`config.mk`:
```
export PLATFORM = sky130hd
export DESIGN_NAME = dsp_core
export DESIGN_NICKNAME = d
export VERILOG_FILES = /design/src/logic/dsp_pkg.sv /design/src/logic/block_fetch_decode.sv /design/src/logic/operand_fetch.sv /design/src/logic/channel_file.sv /design/src/logic/madd_pipeline.sv /design/src/logic/dsp_core.sv
export VERILOG_INCLUDE_DIRS = /design/src /design/src/logic
export SDC_FILE = /design/constraint.sdc
export NUM_CORES = 2
export LEC_CHECK = 0
export ABC_AREA = 1
export BUFFER_PORTS_ARGS = -buffer_cell sky130_fd_sc_hd__buf_2
export CAP_MARGIN = 20
export CORE_AREA = 5 5 569 571
export DETAILED_ROUTE_END_ITERATION = 8
export DIE_AREA = 0 0 574 576
export PLACE_DENSITY = 0.47
export SKIP_CTS_REPAIR_TIMING = 1
export SYNTH_ARGS = -nofsm -noshare
export SYNTH_HDL_FRONTEND = slang
export SYNTH_SLANG_ARGS = --single-unit
```
`constraint.sdc`:
```
create_clock -name clk -period 16.34 [get_ports clk]
set_clock_uncertainty 0.2 [all_clocks]
set_input_delay 0.817 -clock clk [delete_from_list [all_inputs] [get_ports clk]]
set_output_delay 0.817 -clock clk [all_outputs]
set_load 0.005 [all_outputs]
```
`src/logic/dsp_cfg.svh`:
```
`ifndef DSP_CFG_SVH
`define DSP_CFG_SVH

// Sample and channel width
`define DSP_DATA_W 16

`define DSP_N_BLOCKS 64
`define DSP_BLOCK_W 6

`define DSP_N_CHANNELS 16
`define DSP_CH_W 4

`define DSP_INSTR_W 32
`define DSP_SHIFT_W 5

// Multiply-add headroom above the full product
`define DSP_FULL_W (2 * `DSP_DATA_W + 8)

// In-flight counter, covers fetch through commit
`define DSP_FLIGHT_W 4

`endif

```
`src/logic/dsp_pkg.sv`:
```
`include "dsp_cfg.svh"

package dsp_pkg;

	typedef enum logic [2:0] {
		OP_NOP  = 3'd0,
		OP_MADD = 3'd1,
		OP_MUL  = 3'd2,
		OP_ADD  = 3'd3,
		OP_MOV  = 3'd4
	} opcode_e;

	// Host instruction word, exactly `DSP_INSTR_W bits
	typedef struct packed {
		opcode_e                  opcode;
		logic [`DSP_CH_W-1:0]     dest;
		logic [`DSP_CH_W-1:0]     src_a;
		logic [`DSP_CH_W-1:0]     src_b;
		logic [`DSP_CH_W-1:0]     src_c;
		logic [`DSP_SHIFT_W-1:0]  shift;
		logic                     no_sat;
		logic                     is_unsigned;
		logic [5:0]               reserved;
	} instr_t;

	typedef struct packed {
		opcode_e                  opcode;
		logic [`DSP_CH_W-1:0]     dest;
		logic [`DSP_CH_W-1:0]     src_a;
		logic [`DSP_CH_W-1:0]     src_b;
		logic [`DSP_CH_W-1:0]     src_c;
		logic [`DSP_SHIFT_W-1:0]  shift;
		logic                     no_sat;
		logic                     is_unsigned;
		logic                     writes;
		logic                     need_a;
		logic                     need_b;
		logic                     need_c;
	} decoded_t;

	typedef struct packed {
		opcode_e                        opcode;
		logic [`DSP_CH_W-1:0]           dest;
		logic [`DSP_SHIFT_W-1:0]        shift;
		logic                           no_sat;
		logic                           is_unsigned;
		logic                           writes;
		logic signed [`DSP_DATA_W-1:0]  a;
		logic signed [`DSP_DATA_W-1:0]  b;
		logic signed [`DSP_DATA_W-1:0]  c;
	} operands_t;

	typedef struct packed {
		logic                           en;
		logic [`DSP_CH_W-1:0]           addr;
		logic signed [`DSP_DATA_W-1:0]  value;
	} ch_write_t;

endpackage

```
`src/logic/block_fetch_decode.sv`:
```
`include "dsp_cfg.svh"

module block_fetch_decode import dsp_pkg::*; (
	input  logic                     clk,
	input  logic                     reset,
	input  logic                     enable,
	input  logic                     tick,
	input  logic                     command_instr_write,
	input  logic [`DSP_BLOCK_W-1:0]  command_block_target,
	input  instr_t                   command_instr_write_val,
	input  logic                     retire,
	output logic                     ready,
	output logic                     dec_valid,
	input  logic                     dec_ready,
	output decoded_t                 dec
);

	instr_t instrs [`DSP_N_BLOCKS];
	logic [`DSP_BLOCK_W:0] n_running;
	logic [`DSP_BLOCK_W:0] ptr;
	logic running;
	logic running_next;
	logic rd_valid;
	instr_t rd_word;
	decoded_t rd_dec;
	logic [`DSP_FLIGHT_W-1:0] in_flight;
	logic [`DSP_FLIGHT_W-1:0] in_flight_next;
	logic tick_go;
	logic host_write;
	logic out_free;
	logic step;
	logic issue;

	assign tick_go = tick & ready;
	assign host_write = command_instr_write & ready;
	assign out_free = ~dec_valid | dec_ready;
	// Both fetch registers move together, enable holds the read stage
	assign step = enable & out_free;
	assign issue = step & running & (ptr != n_running);
	assign running_next = tick_go | (running & (ptr != n_running));

	always_comb begin
		in_flight_next = in_flight;
		if (issue && !retire) begin
			in_flight_next = in_flight + 1'b1;
		end else if (!issue && retire) begin
			in_flight_next = in_flight - 1'b1;
		end
	end

	// Instruction memory, written by the host only between runs
	always_ff @(posedge clk) begin
		if (host_write) begin
			instrs[command_block_target] <= command_instr_write_val;
		end
		if (issue) begin
			rd_word <= instrs[ptr[`DSP_BLOCK_W-1:0]];
		end
	end

	always_ff @(posedge clk) begin
		if (reset) begin
			n_running <= '0;
			ptr <= '0;
			running <= 1'b0;
			rd_valid <= 1'b0;
			dec_valid <= 1'b0;
			in_flight <= '0;
			ready <= 1'b1;
		end else begin
			if (host_write && ({1'b0, command_block_target} >= n_running)) begin
				n_running <= {1'b0, command_block_target} + 1'b1;
			end
			if (tick_go) begin
				ptr <= '0;
			end else if (issue) begin
				ptr <= ptr + 1'b1;
			end
			running <= running_next;
			if (step) begin
				rd_valid <= issue;
			end
			if (out_free) begin
				dec_valid <= rd_valid & enable;
			end
			in_flight <= in_flight_next;
			if (tick_go) begin
				ready <= 1'b0;
			end else if (!running_next && in_flight_next == '0) begin
				ready <= 1'b1;
			end
		end
	end

	always_comb begin
		rd_dec = '0;
		rd_dec.dest = rd_word.dest;
		rd_dec.src_a = rd_word.src_a;
		rd_dec.src_b = rd_word.src_b;
		rd_dec.src_c = rd_word.src_c;
		rd_dec.shift = rd_word.shift;
		rd_dec.no_sat = rd_word.no_sat;
		rd_dec.is_unsigned = rd_word.is_unsigned;
		case (rd_word.opcode)
			OP_MADD: begin
				rd_dec.opcode = OP_MADD;
				rd_dec.need_a = 1'b1;
				rd_dec.need_b = 1'b1;
				rd_dec.need_c = 1'b1;
			end
			OP_MUL: begin
				rd_dec.opcode = OP_MUL;
				rd_dec.need_a = 1'b1;
				rd_dec.need_b = 1'b1;
			end
			OP_ADD: begin
				rd_dec.opcode = OP_ADD;
				rd_dec.need_a = 1'b1;
				rd_dec.need_c = 1'b1;
			end
			OP_MOV: begin
				rd_dec.opcode = OP_MOV;
				rd_dec.need_a = 1'b1;
			end
			// Unused encodings run as NOP
			default: rd_dec.opcode = OP_NOP;
		endcase
		rd_dec.writes = (rd_dec.opcode != OP_NOP);
	end

	always_ff @(posedge clk) begin
		if (out_free && enable && rd_valid) begin
			dec <= rd_dec;
		end
	end

endmodule

```
`src/logic/operand_fetch.sv`:
```
`include "dsp_cfg.svh"

module operand_fetch import dsp_pkg::*; (
	input  logic                           clk,
	input  logic                           reset,
	input  logic                           dec_valid,
	output logic                           dec_ready,
	input  decoded_t                       dec,
	output logic [`DSP_CH_W-1:0]           rd_addr_a,
	output logic [`DSP_CH_W-1:0]           rd_addr_b,
	output logic [`DSP_CH_W-1:0]           rd_addr_c,
	input  logic signed [`DSP_DATA_W-1:0]  rd_data_a,
	input  logic signed [`DSP_DATA_W-1:0]  rd_data_b,
	input  logic signed [`DSP_DATA_W-1:0]  rd_data_c,
	input  ch_write_t                      commit,
	output logic                           op_valid,
	output operands_t                      ops
);

	logic [`DSP_N_CHANNELS-1:0] pending;
	logic [`DSP_N_CHANNELS-1:0] pending_clr;
	logic [`DSP_N_CHANNELS-1:0] pending_set;
	logic [`DSP_N_CHANNELS-1:0] pending_live;
	logic hazard;
	logic accept;

	assign rd_addr_a = dec.src_a;
	assign rd_addr_b = dec.src_b;
	assign rd_addr_c = dec.src_c;

	// A commit this cycle already reaches the read ports, so its bit no longer blocks
	always_comb begin
		pending_clr = '0;
		if (commit.en) begin
			pending_clr[commit.addr] = 1'b1;
		end
		pending_live = pending & ~pending_clr;
	end

	// RAW on each needed source, WAW on the destination
	assign hazard = (dec.need_a & pending_live[dec.src_a])
		| (dec.need_b & pending_live[dec.src_b])
		| (dec.need_c & pending_live[dec.src_c])
		| (dec.writes & pending_live[dec.dest]);

	assign dec_ready = ~hazard;
	assign accept = dec_valid & dec_ready;

	always_comb begin
		pending_set = '0;
		if (accept && dec.writes) begin
			pending_set[dec.dest] = 1'b1;
		end
	end

	always_ff @(posedge clk) begin
		if (reset) begin
			pending <= '0;
			op_valid <= 1'b0;
		end else begin
			pending <= pending_live | pending_set;
			op_valid <= accept;
		end
	end

	always_ff @(posedge clk) begin
		if (accept) begin
			ops.opcode <= dec.opcode;
			ops.dest <= dec.dest;
			ops.shift <= dec.shift;
			ops.no_sat <= dec.no_sat;
			ops.is_unsigned <= dec.is_unsigned;
			ops.writes <= dec.writes;
			ops.a <= rd_data_a;
			ops.b <= rd_data_b;
			ops.c <= rd_data_c;
		end
	end

endmodule

```
`src/logic/channel_file.sv`:
```
`include "dsp_cfg.svh"

module channel_file import dsp_pkg::*; (
	input  logic                           clk,
	input  logic                           reset,
	input  logic                           tick,
	input  logic signed [`DSP_DATA_W-1:0]  sample_in,
	output logic signed [`DSP_DATA_W-1:0]  sample_out,
	input  logic [`DSP_CH_W-1:0]           rd_addr_a,
	input  logic [`DSP_CH_W-1:0]           rd_addr_b,
	input  logic [`DSP_CH_W-1:0]           rd_addr_c,
	output logic signed [`DSP_DATA_W-1:0]  rd_data_a,
	output logic signed [`DSP_DATA_W-1:0]  rd_data_b,
	output logic signed [`DSP_DATA_W-1:0]  rd_data_c,
	input  ch_write_t                      commit
);

	logic signed [`DSP_DATA_W-1:0] ch [`DSP_N_CHANNELS];

	// Write-through read, the committing value wins over the stored one
	function automatic logic signed [`DSP_DATA_W-1:0] read_port(
		input logic [`DSP_CH_W-1:0] addr
	);
		if (commit.en && commit.addr == addr) begin
			return commit.value;
		end
		return ch[addr];
	endfunction

	always_comb begin
		rd_data_a = read_port(rd_addr_a);
		rd_data_b = read_port(rd_addr_b);
		rd_data_c = read_port(rd_addr_c);
	end

	always_ff @(posedge clk) begin
		if (reset) begin
			for (int i = 0; i < `DSP_N_CHANNELS; i++) begin
				ch[i] <= '0;
			end
			sample_out <= '0;
		end else begin
			if (commit.en) begin
				ch[commit.addr] <= commit.value;
			end
			// Channel 1 takes the new sample, channel 0 holds last run's output
			if (tick) begin
				ch[1] <= sample_in;
				sample_out <= ch[0];
			end
		end
	end

endmodule

```
`src/logic/madd_pipeline.sv`:
```
`include "dsp_cfg.svh"

module madd_pipeline import dsp_pkg::*; (
	input  logic       clk,
	input  logic       reset,
	input  logic       op_valid,
	input  operands_t  ops,
	output ch_write_t  commit,
	output logic       retire
);

	logic [2*`DSP_DATA_W-1:0] prod_u;
	logic signed [2*`DSP_DATA_W-1:0] prod_s;
	logic signed [`DSP_FULL_W-1:0] prod;
	logic signed [`DSP_FULL_W-1:0] sum;
	logic signed [`DSP_FULL_W-1:0] shifted;
	logic signed [`DSP_DATA_W-1:0] low;
	logic signed [`DSP_DATA_W-1:0] sat_val;

	logic s1_valid;
	logic s2_valid;
	opcode_e s1_opcode;
	logic [`DSP_CH_W-1:0] s1_dest;
	logic [`DSP_CH_W-1:0] s2_dest;
	logic [`DSP_SHIFT_W-1:0] s1_shift;
	logic s1_no_sat;
	logic s2_no_sat;
	logic s1_writes;
	logic s2_writes;
	logic signed [`DSP_FULL_W-1:0] s1_prod;
	logic signed [`DSP_DATA_W-1:0] s1_c;
	logic signed [`DSP_FULL_W-1:0] s2_val;

	// Stage 1 multiply
	always_comb begin
		prod_u = $unsigned(ops.a) * $unsigned(ops.b);
		prod_s = ops.a * ops.b;
		if (ops.opcode == OP_ADD || ops.opcode == OP_MOV) begin
			prod = ops.a;
		end else if (ops.is_unsigned) begin
			prod = $signed({{(`DSP_FULL_W - 2*`DSP_DATA_W){1'b0}}, prod_u});
		end else begin
			prod = prod_s;
		end
	end

	// Stage 2 accumulate and shift
	always_comb begin
		sum = s1_prod;
		if (s1_opcode == OP_MADD || s1_opcode == OP_ADD) begin
			sum = s1_prod + s1_c;
		end
		shifted = sum >>> s1_shift;
	end

	// Stage 3 saturate unless the value fits in a channel
	always_comb begin
		low = s2_val[`DSP_DATA_W-1:0];
		if (s2_no_sat || s2_val == low) begin
			sat_val = low;
		end else if (s2_val[`DSP_FULL_W-1]) begin
			sat_val = {1'b1, {(`DSP_DATA_W-1){1'b0}}};
		end else begin
			sat_val = {1'b0, {(`DSP_DATA_W-1){1'b1}}};
		end
	end

	always_ff @(posedge clk) begin
		s1_opcode <= ops.opcode;
		s1_dest <= ops.dest;
		s1_shift <= ops.shift;
		s1_no_sat <= ops.no_sat;
		s1_writes <= ops.writes;
		s1_prod <= prod;
		s1_c <= ops.c;
		s2_dest <= s1_dest;
		s2_no_sat <= s1_no_sat;
		s2_writes <= s1_writes;
		s2_val <= shifted;
	end

	always_ff @(posedge clk) begin
		if (reset) begin
			s1_valid <= 1'b0;
			s2_valid <= 1'b0;
			commit.en <= 1'b0;
			retire <= 1'b0;
		end else begin
			s1_valid <= op_valid;
			s2_valid <= s1_valid;
			commit.en <= s2_valid & s2_writes;
			// NOPs retire too so the in-flight count drains
			retire <= s2_valid;
		end
		commit.addr <= s2_dest;
		commit.value <= sat_val;
	end

endmodule

```
`src/logic/dsp_core.sv`:
```
`include "dsp_cfg.svh"

module dsp_core import dsp_pkg::*; (
	input  logic                           clk,
	input  logic                           reset,
	input  logic                           enable,
	input  logic                           tick,
	input  logic signed [`DSP_DATA_W-1:0]  sample_in,
	output logic signed [`DSP_DATA_W-1:0]  sample_out,
	output logic                           ready,
	input  logic                           command_instr_write,
	input  logic [`DSP_BLOCK_W-1:0]        command_block_target,
	input  instr_t                         command_instr_write_val
);

	logic dec_valid;
	logic dec_ready;
	decoded_t dec;
	logic op_valid;
	operands_t ops;
	ch_write_t commit;
	logic retire;
	logic [`DSP_CH_W-1:0] rd_addr_a;
	logic [`DSP_CH_W-1:0] rd_addr_b;
	logic [`DSP_CH_W-1:0] rd_addr_c;
	logic signed [`DSP_DATA_W-1:0] rd_data_a;
	logic signed [`DSP_DATA_W-1:0] rd_data_b;
	logic signed [`DSP_DATA_W-1:0] rd_data_c;

	// Ticks arriving mid-run are dropped, so the channels only see accepted ones
	wire tick_go = tick & ready;

	block_fetch_decode fetch_decode (
		.clk                     (clk),
		.reset                   (reset),
		.enable                  (enable),
		.tick                    (tick),
		.command_instr_write     (command_instr_write),
		.command_block_target    (command_block_target),
		.command_instr_write_val (command_instr_write_val),
		.retire                  (retire),
		.ready                   (ready),
		.dec_valid               (dec_valid),
		.dec_ready               (dec_ready),
		.dec                     (dec)
	);

	operand_fetch op_fetch (
		.clk       (clk),
		.reset     (reset),
		.dec_valid (dec_valid),
		.dec_ready (dec_ready),
		.dec       (dec),
		.rd_addr_a (rd_addr_a),
		.rd_addr_b (rd_addr_b),
		.rd_addr_c (rd_addr_c),
		.rd_data_a (rd_data_a),
		.rd_data_b (rd_data_b),
		.rd_data_c (rd_data_c),
		.commit    (commit),
		.op_valid  (op_valid),
		.ops       (ops)
	);

	channel_file channels (
		.clk        (clk),
		.reset      (reset),
		.tick       (tick_go),
		.sample_in  (sample_in),
		.sample_out (sample_out),
		.rd_addr_a  (rd_addr_a),
		.rd_addr_b  (rd_addr_b),
		.rd_addr_c  (rd_addr_c),
		.rd_data_a  (rd_data_a),
		.rd_data_b  (rd_data_b),
		.rd_data_c  (rd_data_c),
		.commit     (commit)
	);

	madd_pipeline madd (
		.clk      (clk),
		.reset    (reset),
		.op_valid (op_valid),
		.ops      (ops),
		.commit   (commit),
		.retire   (retire)
	);

endmodule

```
==> qor.csv <==
metric;value;unit
clockBufferDepth;4;
final_cell_mix;edfxtp_1 (2039), nor2_1 (1384), o21ai_0 (1384);
p_switching;4.05;mW
pre_cts_ws;8.74;ns
drtPass1Iterations;8;
crit_end;madd.s1_prod[27];
wl;368;mm
hold-path-cell-count;3;
drc;0;
nets;11000;
cts.sinks;2238;
netlist-cell-type-count;56;
r2r-end;madd.s1_prod[27];
clk_latency;0.90;ns
core_area;0.317;mm²
ir_drop;0.0000857;V
synthToLayoutAreaGrowth;12.3;%
ys_seq_area_frac;0.589;
r2r_cells;25;
required;16.84;ns
synthCells;10500;
wl_per_cell;25.0;µm
synth_seq_cells;2238;
vias_per_cell;5.46;
ys_warn_count;0;
crit_fanout;17;
min-delay-path-class;in -> reg;
p_int;10.3;mW
setup.worst_path.start;op_fetch.ops[31];
avgSynthCellArea;10.5;µm²
p_leak;45.6;nW
arrival;8.14;ns
period_minus_slack;7.63;ns
r2r-start;op_fetch.ops[31];
vias;80600;
antenna_found_initial;13;
synth_ff_type;edfxtp_1;
h-tree-depth;5;
cts.clk_slew.worst_paths;0.06;ns
synth-edff-count;2039;
cts_root_buffer;clkbuf_16;
grt_first_pass_wirelength;542;mm
clock_power_share;0.392;
status;complete, no violations;
max_freq;131;MHz
die_area;0.331;mm²
slew_headroom;0.244;
fin_util;0.392;
start_util;0.349;
slowest_delay;1.05;ns
endpoint_kind;register;
p_seq_frac;0.451;
grtUsageTotal;0.216;
ant_nets;0;
numPortBuffers;69;
place_congestion;0.838;
slew_viol_final;0;
max-cap-violations;0;
crit_type;reg -> reg;
worst_slew_pin_slew;1.13;ns
grt_pass1_vias;80700;
grt_max_degree;194;
final_common_cell;edfxtp_1;
synth_nets;11100;
cts_tree;done;
ios;76;
dpl.hpwl;224;mm
drt_iter0_drc;7555;
finalCritPeriodShare;0.467;
async_flop_share;0;
die_w;574;µm
cp_slowest_cell;edfxtp_1;
drive_gt1_frac;0.0735;
rsz0062_at_grt;no;
startpoint_type;register;
finalSetupTns;0;ns
numCtsBuffers;262;
finalSetupViolCount;0;
die_y;576;µm
comb_power_share;0.157;
swShare;0.281;
num_rows;207;
ff2ff_setup_slack;8.71;ns
path_common_cell;nand2_1;
hold_viol;0;
power_density;116;mW/mm²
overflow;0;
netlist_area;0.111;mm²
finalPower;14.4;mW
fin_ws;8.71;ns
-- synthesized netlist by cell type (103+ instances only) --
master,count,share of area
o22ai_1,262,0.015
clkbuf_1,619,0.021
o211ai_1,270,0.018
a21oi_1,386,0.017
nand2_1,1174,0.040
nor2_1,1451,0.049
inv_1,906,0.031
o21ai_0,1384,0.063
nand3_1,631,0.029
ha_1,195,0.022
a31oi_1,103,0.0058
fa_1,367,0.066
edfxtp_1,2039,0.55
dfxtp_1,199,0.036
o221ai_1,161,0.013
-- sequential cells by signal (all words and copies together) (netlist names), 2 cells and up, named ones only --
register / count
fetch_decode.instrs: 1664
channels.ch: 256
op_fetch.ops: 63
madd.s2_val: 40
madd.s1_prod: 33
fetch_decode.dec: 30
fetch_decode.rd_dec: 23
madd.commit: 21
channels.sample_out: 16
madd.s1_c: 16
op_fetch.pending: 16
fetch_decode.n_running: 7
fetch_decode.ptr: 7
madd.s1_shift: 5
fetch_decode.in_flight: 4
madd.s1_dest: 4
madd.s2_dest: 4
fetch_decode.rd_word: 3
madd.s1_opcode: 2
-- power groups by stage --
stage               Sequential (mW)  Clock [mW]  Combinational [mW]
global route                   6.49        6.01                2.54
floorplan                      6.54           0                1.51
global placement               6.60           0                2.24
finish                         6.49        5.64                2.25
detailed placement             6.60           0                2.24
CTS                            6.48        5.77                2.26
-- worst max-delay path, delay by kind of cell, from the launching register on --
family,cells,cell delay [ns]
AO/OA/AOI/OAI,3,0.76
adder cells (fa/ha/maj),7,3.27
buffers and inverters,5,0.93
flip-flops,1,1.05
AND/OR/NAND/NOR,10,1.22
-- through the flow --
| stage | hold WS [ns] | instance area, µm² | cells |
|---|---|---|---|
| floorplan | 0.110 | 111000 | 10500 |
| global route | 0.0182 | 124000 | 14800 |
| global placement | 0.117 | 116000 | 14300 |
| detailed placement | 0.114 | 116000 | 14300 |
| CTS | -0.0428 | 124000 | 14700 |
| finish | 0.0318 | 124000 | 14800 |
-- metal layers --
layer	share of wire	routed length (µm)	track usage	vias to the layer above
met4	0.029	10800	0.0618	6
met5	0.00012	46	0	-
li1	-	-	-	36700
met2	0.48	178000	0.368	2683
met1	0.43	158000	0.291	40600
met3	0.057	21000	0.0279	601
-- cell type report --
| type | instances | area (µm²) |
|---|---|---|
| Fill cell | 30700 | 193000 |
| Timing Repair Buffer | 278 | 2280 |
| Sequential cell | 2238 | 65200 |
| Clock inverter | 129 | 1120 |
| Inverter | 929 | 3510 |
| Tap cell | 4180 | 5230 |
| Antenna cell | 6 | 15.0 |
| Multi-Input combinational cell | 6658 | 40000 |
| Clock buffer | 337 | 7080 |
-- cells by family (layout without fill, tap and decap cells) --
logic type / Yosys count / count (layout) / share of synthesized area
adder cells (fa/ha/maj): 562 / 562 / 0.0884
XOR/XNOR: 56 / 56 / 0.00443
flip-flops: 2238 / 2238 / 0.589
AO/OA/AOI/OAI: 2641 / 2641 / 0.137
AND/OR/NAND/NOR: 3397 / 3397 / 0.126
other: 0 / 6 / 0
buffers and inverters: 1619 / 1673 / 0.0554
multiplexers: 2 / 2 / 0.000192
-- worst min path at each step --
stage,startpoint,endpoint,slack [ns]
floorplan,madd.s2_dest[0],madd.commit[16],0.11
global placement,madd.s1_no_sat,madd.s2_no_sat,0.12
detailed placement,madd.s1_dest[0],madd.s2_dest[0],0.11
CTS,sample_in[5],channels.ch[1][5],-0.04
global route,sample_in[5],channels.ch[1][5],0.02
finish,sample_in[5],channels.ch[1][5],0.03
(Power assumes the default switching activity.)
